## src/common/csr_pkg.sv

```systemverilog
// csr shared definitions

`default_nettype none

package csr_pkg;

  // one machine word
  typedef logic [31:0] word_t;

  // csr address space is 12 bits
  typedef logic [11:0] csr_addr_t;

  // rs1 index or zimm, same instruction field
  typedef logic [4:0] reg_idx_t;

  // matches funct3 of the zicsr instructions
  typedef enum logic [2:0] {
    CSR_NONE = 3'd0,
    CSRRW    = 3'd1,
    CSRRS    = 3'd2,
    CSRRC    = 3'd3,
    CSRRWI   = 3'd5,
    CSRRSI   = 3'd6,
    CSRRCI   = 3'd7
  } csr_op_t;

  // machine mode csr addresses
  localparam csr_addr_t ADDR_MSTATUS       = 12'h300;
  localparam csr_addr_t ADDR_MISA          = 12'h301;
  localparam csr_addr_t ADDR_MTVEC         = 12'h305;
  localparam csr_addr_t ADDR_MCOUNTINHIBIT = 12'h320;
  localparam csr_addr_t ADDR_MSCRATCH      = 12'h340;
  localparam csr_addr_t ADDR_MEPC          = 12'h341;
  localparam csr_addr_t ADDR_MCAUSE        = 12'h342;

  // counters, low and high halves
  localparam csr_addr_t ADDR_MCYCLE        = 12'hB00;
  localparam csr_addr_t ADDR_MCYCLEH       = 12'hB80;
  localparam csr_addr_t ADDR_MINSTRET      = 12'hB02;
  localparam csr_addr_t ADDR_MINSTRETH     = 12'hB82;

  // mstatus bit positions
  localparam int MSTATUS_MIE  = 3;
  localparam int MSTATUS_MPIE = 7;

endpackage

`default_nettype wire

```

## src/csr_file/csr.sv

```systemverilog
// single control and status register

`default_nettype none

module csr #(
  parameter int unsigned csr_width = 32,
  parameter logic [csr_width-1:0] reset_value = '0,
  parameter csr_pkg::csr_addr_t addr = '0,
  parameter bit readable = 1'b1,
  parameter bit writable = 1'b1
) (
  input logic clk,
  input logic reset,
  input logic csr_enable,
  input csr_pkg::csr_addr_t csr_addr,
  input csr_pkg::csr_op_t csr_op,
  input csr_pkg::reg_idx_t rs1_zimm,
  input csr_pkg::word_t rs1_data,
  // side-effect write, wins over software
  input logic [csr_width-1:0] ext_data,
  input logic ext_write_enable,
  output csr_pkg::word_t out
);
  import csr_pkg::*;

  logic [csr_width-1:0] data_q;
  word_t operand;
  logic [csr_width-1:0] src;
  logic hit;

  assign hit = (csr_addr == addr);

  // immediate forms take zimm, zero extended
  assign operand = (csr_op inside {CSRRWI, CSRRSI, CSRRCI}) ? word_t'(rs1_zimm) : rs1_data;
  assign src = operand[csr_width-1:0];

  // combinational read, old value
  assign out = (readable && hit) ? word_t'(data_q) : '0;

  always_ff @(posedge clk) begin
    if (reset) begin
      data_q <= reset_value;
    end else if (ext_write_enable) begin
      data_q <= ext_data;
    end else if (csr_enable && hit && writable) begin
      case (csr_op)
        CSRRW, CSRRWI: begin
          data_q <= src;
        end
        // x0 or zimm 0 means read only
        CSRRS, CSRRSI: begin
          if (rs1_zimm != '0) begin
            data_q <= data_q | src;
          end
        end
        CSRRC, CSRRCI: begin
          if (rs1_zimm != '0) begin
            data_q <= data_q & ~src;
          end
        end
        default: ;
      endcase
    end
  end

  // side-effect strobe must be driven once out of reset
  ext_we_known: assert property (
    @(posedge clk) disable iff (reset) !$isunknown(ext_write_enable)
  );

endmodule

`default_nettype wire

```

## src/csr_file/csr_counter.sv

```systemverilog
// 64-bit machine counter

`default_nettype none

module csr_counter #(
  parameter csr_pkg::csr_addr_t addr_lo = '0,
  parameter csr_pkg::csr_addr_t addr_hi = '0
) (
  input logic clk,
  input logic reset,
  input logic csr_enable,
  input csr_pkg::csr_addr_t csr_addr,
  input csr_pkg::csr_op_t csr_op,
  input csr_pkg::reg_idx_t rs1_zimm,
  input csr_pkg::word_t rs1_data,
  input logic count_enable,
  output csr_pkg::word_t lo_out,
  output csr_pkg::word_t hi_out
);
  import csr_pkg::*;

  word_t lo_q;
  word_t hi_q;
  word_t lo_next;
  word_t hi_next;
  logic carry;
  logic lo_hit;
  logic hi_hit;

  // address decode local, so the halves always expose their count
  assign lo_hit = (csr_addr == addr_lo);
  assign hi_hit = (csr_addr == addr_hi);

  // both halves step in the same edge
  assign carry = &lo_q;
  assign lo_next = lo_q + 32'd1;
  assign hi_next = hi_q + word_t'(carry);

  // increment owns the ext port, so software lands only while inhibited
  csr #(
    .csr_width  (32),
    .reset_value('0),
    .addr       (addr_lo),
    .readable   (1'b1),
    .writable   (1'b1)
  ) lo_i (
    .clk             (clk),
    .reset           (reset),
    .csr_enable      (csr_enable && lo_hit),
    .csr_addr        (addr_lo),
    .csr_op          (csr_op),
    .rs1_zimm        (rs1_zimm),
    .rs1_data        (rs1_data),
    .ext_data        (lo_next),
    .ext_write_enable(count_enable),
    .out             (lo_q)
  );

  csr #(
    .csr_width  (32),
    .reset_value('0),
    .addr       (addr_hi),
    .readable   (1'b1),
    .writable   (1'b1)
  ) hi_i (
    .clk             (clk),
    .reset           (reset),
    .csr_enable      (csr_enable && hi_hit),
    .csr_addr        (addr_hi),
    .csr_op          (csr_op),
    .rs1_zimm        (rs1_zimm),
    .rs1_data        (rs1_data),
    .ext_data        (hi_next),
    .ext_write_enable(count_enable),
    .out             (hi_q)
  );

  // read path, zero on a miss
  assign lo_out = lo_hit ? lo_q : '0;
  assign hi_out = hi_hit ? hi_q : '0;

endmodule

`default_nettype wire

```

## src/csr_file/csr_file.sv

```systemverilog
// machine mode csr file

`default_nettype none

module csr_file #(
  parameter csr_pkg::word_t misa_value = 32'h4000_0100,
  parameter csr_pkg::word_t mtvec_reset = 32'h0000_0100
) (
  input logic clk,
  input logic reset,
  input logic csr_enable,
  input csr_pkg::csr_addr_t csr_addr,
  input csr_pkg::csr_op_t csr_op,
  input csr_pkg::reg_idx_t rs1_zimm,
  input csr_pkg::word_t rs1_data,
  input logic retire,
  input csr_pkg::word_t ext_mstatus,
  input logic ext_mstatus_we,
  input csr_pkg::word_t ext_mepc,
  input csr_pkg::word_t ext_mcause,
  input logic ext_trap_we,
  output csr_pkg::word_t rd_data,
  output logic illegal,
  output csr_pkg::word_t mstatus_q,
  output csr_pkg::word_t mtvec_q,
  output csr_pkg::word_t mepc_q
);
  import csr_pkg::*;

  // only mie and mpie are implemented
  localparam word_t mstatus_mask = (word_t'(1) << MSTATUS_MIE) | (word_t'(1) << MSTATUS_MPIE);

  logic [10:0] hits;
  logic known;
  logic write_intent;
  word_t mstatus_raw;
  word_t misa_out;
  word_t inhibit_word;
  word_t mscratch_out;
  word_t mcause_out;
  word_t cycle_lo;
  word_t cycle_hi;
  word_t instret_lo;
  word_t instret_hi;

  // one bit per implemented address
  assign hits = {
    csr_addr == ADDR_MSTATUS,  csr_addr == ADDR_MISA,     csr_addr == ADDR_MTVEC,
    csr_addr == ADDR_MCOUNTINHIBIT, csr_addr == ADDR_MSCRATCH, csr_addr == ADDR_MEPC,
    csr_addr == ADDR_MCAUSE,   csr_addr == ADDR_MCYCLE,   csr_addr == ADDR_MCYCLEH,
    csr_addr == ADDR_MINSTRET, csr_addr == ADDR_MINSTRETH
  };
  assign known = |hits;

  // set and clear with x0 or zimm 0 are pure reads
  always_comb begin
    case (csr_op)
      CSRRW, CSRRWI: write_intent = 1'b1;
      CSRRS, CSRRC, CSRRSI, CSRRCI: write_intent = (rs1_zimm != '0);
      default: write_intent = 1'b0;
    endcase
  end

  // misa sits at hits[9]
  assign illegal = csr_enable && (!known || (write_intent && hits[9]));

  // registers feeding the trap logic see their own address, decode is here
  csr #(.csr_width(32), .reset_value('0), .addr(ADDR_MSTATUS)) mstatus_i (
    .clk, .reset, .csr_enable(csr_enable && hits[10]), .csr_addr(ADDR_MSTATUS),
    .csr_op, .rs1_zimm, .rs1_data, .ext_data(ext_mstatus),
    .ext_write_enable(ext_mstatus_we), .out(mstatus_raw)
  );
  assign mstatus_q = mstatus_raw & mstatus_mask;

  csr #(.csr_width(32), .reset_value(misa_value), .addr(ADDR_MISA), .writable(1'b0)) misa_i (
    .clk, .reset, .csr_enable, .csr_addr, .csr_op, .rs1_zimm, .rs1_data,
    .ext_data('0), .ext_write_enable(1'b0), .out(misa_out)
  );

  csr #(.csr_width(32), .reset_value(mtvec_reset), .addr(ADDR_MTVEC)) mtvec_i (
    .clk, .reset, .csr_enable(csr_enable && hits[8]), .csr_addr(ADDR_MTVEC),
    .csr_op, .rs1_zimm, .rs1_data, .ext_data('0), .ext_write_enable(1'b0), .out(mtvec_q)
  );

  // bit 0 cycle, bit 2 instret
  csr #(.csr_width(3), .reset_value('0), .addr(ADDR_MCOUNTINHIBIT)) mcountinhibit_i (
    .clk, .reset, .csr_enable(csr_enable && hits[7]), .csr_addr(ADDR_MCOUNTINHIBIT),
    .csr_op, .rs1_zimm, .rs1_data, .ext_data(3'b000), .ext_write_enable(1'b0),
    .out(inhibit_word)
  );

  csr #(.csr_width(32), .reset_value('0), .addr(ADDR_MSCRATCH)) mscratch_i (
    .clk, .reset, .csr_enable, .csr_addr, .csr_op, .rs1_zimm, .rs1_data,
    .ext_data('0), .ext_write_enable(1'b0), .out(mscratch_out)
  );

  csr #(.csr_width(32), .reset_value('0), .addr(ADDR_MEPC)) mepc_i (
    .clk, .reset, .csr_enable(csr_enable && hits[5]), .csr_addr(ADDR_MEPC),
    .csr_op, .rs1_zimm, .rs1_data, .ext_data(ext_mepc), .ext_write_enable(ext_trap_we),
    .out(mepc_q)
  );

  csr #(.csr_width(32), .reset_value('0), .addr(ADDR_MCAUSE)) mcause_i (
    .clk, .reset, .csr_enable, .csr_addr, .csr_op, .rs1_zimm, .rs1_data,
    .ext_data(ext_mcause), .ext_write_enable(ext_trap_we), .out(mcause_out)
  );

  csr_counter #(.addr_lo(ADDR_MCYCLE), .addr_hi(ADDR_MCYCLEH)) cycle_i (
    .clk, .reset, .csr_enable, .csr_addr, .csr_op, .rs1_zimm, .rs1_data,
    .count_enable(!inhibit_word[0]), .lo_out(cycle_lo), .hi_out(cycle_hi)
  );

  csr_counter #(.addr_lo(ADDR_MINSTRET), .addr_hi(ADDR_MINSTRETH)) instret_i (
    .clk, .reset, .csr_enable, .csr_addr, .csr_op, .rs1_zimm, .rs1_data,
    .count_enable(retire && !inhibit_word[2]), .lo_out(instret_lo), .hi_out(instret_hi)
  );

  // misses read zero, so a plain or merges
  assign rd_data = (hits[10] ? mstatus_q : '0) | misa_out | (hits[8] ? mtvec_q : '0)
                 | (hits[7] ? inhibit_word : '0) | mscratch_out | (hits[5] ? mepc_q : '0)
                 | mcause_out | cycle_lo | cycle_hi | instret_lo | instret_hi;

  // address map has no aliases
  addr_unique: assert property (@(posedge clk) disable iff (reset) $onehot0(hits));

endmodule

`default_nettype wire

```

## src/source/csr_trap.sv

```systemverilog
// trap entry and mret side effects

`default_nettype none

module csr_trap (
  input logic clk,
  input logic trap,
  input csr_pkg::word_t trap_pc,
  input csr_pkg::word_t trap_cause,
  input logic mret,
  input csr_pkg::word_t mstatus_q,
  input csr_pkg::word_t mtvec_q,
  input csr_pkg::word_t mepc_q,
  output csr_pkg::word_t ext_mstatus,
  output logic ext_mstatus_we,
  output csr_pkg::word_t ext_mepc,
  output csr_pkg::word_t ext_mcause,
  output logic ext_trap_we,
  output csr_pkg::word_t trap_vector,
  output csr_pkg::word_t ret_pc
);
  import csr_pkg::*;

  // mstatus interrupt enable stack
  always_comb begin
    ext_mstatus = mstatus_q;
    if (trap) begin
      // push mie into mpie, disable
      ext_mstatus[MSTATUS_MPIE] = mstatus_q[MSTATUS_MIE];
      ext_mstatus[MSTATUS_MIE] = 1'b0;
    end else if (mret) begin
      // pop
      ext_mstatus[MSTATUS_MIE] = mstatus_q[MSTATUS_MPIE];
      ext_mstatus[MSTATUS_MPIE] = 1'b1;
    end
  end
  assign ext_mstatus_we = trap || mret;

  // mepc is word aligned, no compressed support
  assign ext_mepc = {trap_pc[31:2], 2'b00};
  assign ext_mcause = trap_cause;
  assign ext_trap_we = trap;

  // direct mode only, mode bits dropped
  assign trap_vector = {mtvec_q[31:2], 2'b00};
  assign ret_pc = mepc_q;

  // pipeline never retires a trap and an mret together
  trap_mret_excl: assert property (@(posedge clk) !(trap && mret));

endmodule

`default_nettype wire

```

## src/source/csr_unit.sv

```systemverilog
// csr unit top level

`default_nettype none

module csr_unit #(
  parameter csr_pkg::word_t misa_value = 32'h4000_0100,
  parameter csr_pkg::word_t mtvec_reset = 32'h0000_0100
) (
  input logic clk,
  input logic reset,
  // pipeline csr port
  input logic csr_enable,
  input csr_pkg::csr_addr_t csr_addr,
  input csr_pkg::csr_op_t csr_op,
  input csr_pkg::reg_idx_t rs1_zimm,
  input csr_pkg::word_t rs1_data,
  input logic retire,
  input logic trap,
  input csr_pkg::word_t trap_pc,
  input csr_pkg::word_t trap_cause,
  input logic mret,
  output csr_pkg::word_t rd_data,
  output logic illegal,
  output csr_pkg::word_t trap_vector,
  output csr_pkg::word_t ret_pc
);
  import csr_pkg::*;

  // side-effect writes toward the file
  word_t ext_mstatus;
  logic ext_mstatus_we;
  word_t ext_mepc;
  word_t ext_mcause;
  logic ext_trap_we;
  // current values back to trap logic
  word_t mstatus_q;
  word_t mtvec_q;
  word_t mepc_q;

  csr_trap trap_i (
    .clk, .trap, .trap_pc, .trap_cause, .mret,
    .mstatus_q, .mtvec_q, .mepc_q,
    .ext_mstatus, .ext_mstatus_we, .ext_mepc, .ext_mcause, .ext_trap_we,
    .trap_vector, .ret_pc
  );

  csr_file #(.misa_value(misa_value), .mtvec_reset(mtvec_reset)) file_i (
    .clk, .reset, .csr_enable, .csr_addr, .csr_op, .rs1_zimm, .rs1_data, .retire,
    .ext_mstatus, .ext_mstatus_we, .ext_mepc, .ext_mcause, .ext_trap_we,
    .rd_data, .illegal, .mstatus_q, .mtvec_q, .mepc_q
  );

endmodule

`default_nettype wire

```

## config.mk

```make
export PLATFORM = sky130hd
export DESIGN_NAME = csr_unit
export DESIGN_NICKNAME = d
export VERILOG_FILES = /design/src/common/csr_pkg.sv /design/src/csr_file/csr.sv /design/src/csr_file/csr_counter.sv /design/src/csr_file/csr_file.sv /design/src/source/csr_trap.sv /design/src/source/csr_unit.sv
export SDC_FILE = /design/constraint.sdc
export NUM_CORES = 1
export LEC_CHECK = 0
export ABC_CLOCK_PERIOD_IN_PS = 4560
export CAP_MARGIN = 20
export CORE_ASPECT_RATIO = 1.75
export CORE_UTILIZATION = 40
export CTS_BUF_LIST = sky130_fd_sc_hd__clkbuf_16
export DETAILED_ROUTE_END_ITERATION = 6
export DONT_BUFFER_PORTS = 1
export PLACE_DENSITY = 0.6
export SLEW_MARGIN = 0
export SYNTH_ARGS = -nofsm -noshare
export SYNTH_HDL_FRONTEND = slang
export SYNTH_SLANG_ARGS = --single-unit
```

## constraint.sdc

```tcl
create_clock -name clk -period 4.56 [get_ports clk]
set_clock_uncertainty 0.2 [all_clocks]
set_input_delay 0.456 -clock clk [delete_from_list [all_inputs] [get_ports clk]]
set_output_delay 0.456 -clock clk [all_outputs]
set_load 0.005 [all_outputs]
```

==> impl_results.md <==
* Run status: complete, no violations
* Max-slew headroom at the worst pin at 10.6%
* Max Cap Violations at 0
* Post-synth top area share at 32.3%
* Kind of start point of the critical path: flop
* Register bit total from synthesis at 261
* Startpoint of the worst setup timing path: file_i.cycle_i.lo_i.data_q[0]
* Final critical-path required period at 4.01 ns
* Standard cell core area at 0.0399 sq mm
* CTS sink count at 261
* Buffer cell driving the clock tree root: clkbuf_16
* Combined area of the multi-input logic cells at 0.00989 sq mm
* Via density per instance at 7.07
* Initial drt markers at 2,351
* Switching power as a share of total power at 27.7%
* Syn Std Cell Area at 0.0162 sq mm
* Count of distinct cell types in the synthesized netlist at 80
* IR Drop Worst-Case VDD at 0.315 mV
* Via count at 18,100
* Number of iterations in the first detailed-routing pass at 6
* Antenna-violating nets left at 0
* Register cell area after layout at 0.00523 sq mm
* Power density of the placed cells at 295 mW/mm^2
* Worst min-delay path startpoint: trap
* NumNets Final at 2,174
* I/O pin count at 219
* Synth area leader: dfxtp_1
* Ranking of synthesized cells by area: dfxtp_1 32%, a21oi_1 6.7%, o21ai_0 6.4%
* Kind of capture point of the worst setup path: flop
* Combinational power share at 10.2%
* Setup repair after global routing missed its margin: false
* Gate count after technology mapping at 2,120
* Most frequent standard cell in the layout excluding fill and tap cells: dfxtp_1
* Most instantiated flip-flop cell in the synthesis netlist: dfxtp_1
* Area enclosed by the die boundary at 0.0413 sq mm
* Area added between synthesis and finish at 10.3%
* Clock-pin slew of the registers on the worst-case setup and hold paths at 0.07 ns
* CTS tree: built
* Slew of the pin with the lowest slew margin at 1.34 ns
* Avg Synthesized Cell Area at 7.63 sq um
* Warning count from the yosys run at 0
* Number of DRC violations after detailed routing at 0
* Layout Utilization at 44.7%
* Clock latency of the later-clocked register in the worst-skew pair at 0.56 ns
* Post-CTS setup buffer count at 0
* NetSw at 0.00146 W
* Global-route total usage across every layer at 35.1%
* Global placement routability congestion at 0.968
* Port Buf Inserts at 0
* Timing-limited maximum frequency at 250 MHz
* Async set-or-reset flop fraction in the synthesized netlist at 0%
* Wire length reported by the detailed router at 75,100 microns
* Top library cells by usage in the layout, fill and taps aside: 261 x dfxtp_1, 252 x nand2_1, 216 x a21oi_1, 205 x o21ai_0, 114 x nor2_1
* Chip Width at 154 microns
* Max Root-Sink Buffers at 3
* Startpoint of the most critical register-to-register path: file_i.cycle_i.lo_i.data_q[0]
* Final worst-path cycle share at 87.9%
* # fillers at 3,942
* Data arrival time of the critical path at 4.27 ns
* Final hold violation count at 0
* Category of the most critical setup path: flop to flop
* Path category of the worst min-delay check: input pin to flop
* Final-report max-slew violation count at 0
* Internal power at 0.00381 W
* Clock network power share at 44.1%
* First-pass GRT wire length at 109,000 microns
* Req. time, crit path at 4.82 ns
* Sequential share of power at 45.7%
* Share of final-layout standard cells stronger than drive strength 1 at 6.73%
* Leak at 6.00 nW
* Antenna violations before repair at 2
* Maximum number of pins on one net before global-route repair at 193
* Placement Rows at 97
* H-tree lvl count at 1
* HPWL Detailed at 51,900 microns
* Setup TNS at 0 ns
* Number of enable flip-flop cells after synthesis at 0
* Resize count post-CTS at 0
* Via count of the first global-routing pass at 17,100
* TritonCTS Buffers at 26
* Global-route congestion overflow total at 0
* Routed wire length per instance at 29.3 microns
* Final-report setup violation count at 0
* Sequential share of the synthesized area at 32.3%
* Die Height at 268 microns
* Largest fanout on the critical path at 5
* Effective utilization at floorplan at 40.5%
## critical path, cell delays in order, from the launching register on
cell and delay (ns):
dfxtp_1 0.41, ha_1 0.26, nand3_1 0.25, nor4_2 0.34, and3_1 0.25, and3_1 0.24
ha_1 0.21, nand3_1 0.11, or3_1 0.49, nor3_1 0.54, and4_1 0.29, xnor2_1 0.07
a221oi_1 0.22
## sequential cells by signal (all words and copies together), names as in the netlist, 3 cells and up
name and cells:
file_i.instret_i.lo_i.data_q 32, file_i.cycle_i.lo_i.data_q 32, file_i.mcountinhibit_i.data_q 3, file_i.mtvec_i.data_q 32, file_i.mcause_i.data_q 32, file_i.mepc_i.data_q 32, file_i.cycle_i.hi_i.data_q 32, file_i.instret_i.hi_i.data_q 32
file_i.mscratch_i.data_q 32
## cell families after synthesis
group / after synthesis / share of synthesized area, %
AO/OA/AOI/OAI: 817 / 32.6
AND/OR/NAND/NOR: 673 / 21.1
flip-flops: 261 / 32.3
buffers and inverters: 249 / 7.00
XOR/XNOR: 69 / 3.74
multiplexers: 44 / 2.77
adder cells (fa/ha/maj): 6 / 0.464
other: 1 / 0.0232
## area by class of cell
| type | count | area share (%) |
|---|---|---|
| antenna | 2 | 0.0281 |
| clock buffer | 27 | 3.79 |
| clock inverter | 20 | 1.10 |
| inverter | 20 | 0.421 |
| multi-input combinational | 1611 | 55.4 |
| sequential | 261 | 29.3 |
| tap | 495 | 3.47 |
| timing repair buffer | 126 | 6.47 |
## cell usage after synthesis (6+ instances only)
library cell  count
xnor2_1          33
a222oi_1         16
nor4_1           15
and2_1           14
a21oi_1         216
a211oi_1         30
a221o_1           9
buf_1             6
or3_1             9
mux2i_1          41
xor2_1           36
and3_1           53
a41o_1            7
a21boi_0          8
nand2b_1          7
ha_1              6
a311oi_1          9
or4_1             6
nand2_1         252
nand4_1          40
a31oi_1          11
a221oi_1         76
nor4_4            7
a2111oi_0         7
dfxtp_1         261
o21ai_1          26
buf_2            30
a22oi_1          57
a22o_1           21
a32oi_1          24
nand3_1          79
o211ai_1         33
and4_1            7
nor3_1           31
o21ai_0         206
nor3_2            6
a21boi_1         19
buf_4            40
clkbuf_1        151
nor2_1          117
inv_1            19
o22ai_1           9
## timing repair
action | in CTS | in global routing
setup endpoints to repair | 0 | 0
hold buffers | 70 | 0
endpoints found under the hold margin | 250 | 0
## power by group through the flow
stage	Combinational [W]	Sequential, W	Clock (W)
CTS	0.000514	0.00240	0.00232
floorplan	0.000322	0.00243	0
detailed placement	0.000426	0.00246	0
global placement	0.000416	0.00245	0
global route	0.000557	0.00241	0.00240
finish	0.000538	0.00241	0.00232
## through the flow
step | std cells | instance area, sq um | total power, W | hold slack, ns | setup WS [ns]
after floorplan | 2121 | 16200 | 0.00275 | 0.249 | 1.09
after global placement | 2440 | 16200 | 0.00287 | 0.253 | 0.790
after detailed placement | 2442 | 16200 | 0.00288 | 0.261 | 0.698
after CTS | 2559 | 17800 | 0.00523 | 0.000155 | 0.686
after global routing | 2561 | 17800 | 0.00537 | 0.0176 | 0.362
final | 2562 | 17800 | 0.00526 | 0.00474 | 0.553
## per-layer routing
metal	wire length (microns)	global-route usage (%)	vias up
met5	0	0	-
met4	6000	24.9	0
met3	8370	6.56	328
met2	34400	57.4	1423
met1	26300	41.4	8576
li1	-	-	7785
## path summary, 6_finish.rpt
| path | end | cells past startpoint | slack (ns) |
|---|---|---|---|
| max | file_i.cycle_i.hi_i.data_q[15] | 12 | 0.55 |
| min | file_i.mepc_i.data_q[3] | 3 | 0.005 |
| max reg2reg | file_i.cycle_i.hi_i.data_q[15] | 12 | 0.55 |
| min reg2reg | file_i.mscratch_i.data_q[2] | 2 | 0.28 |
No activity file was read; power rests on OpenSTA's default activity.
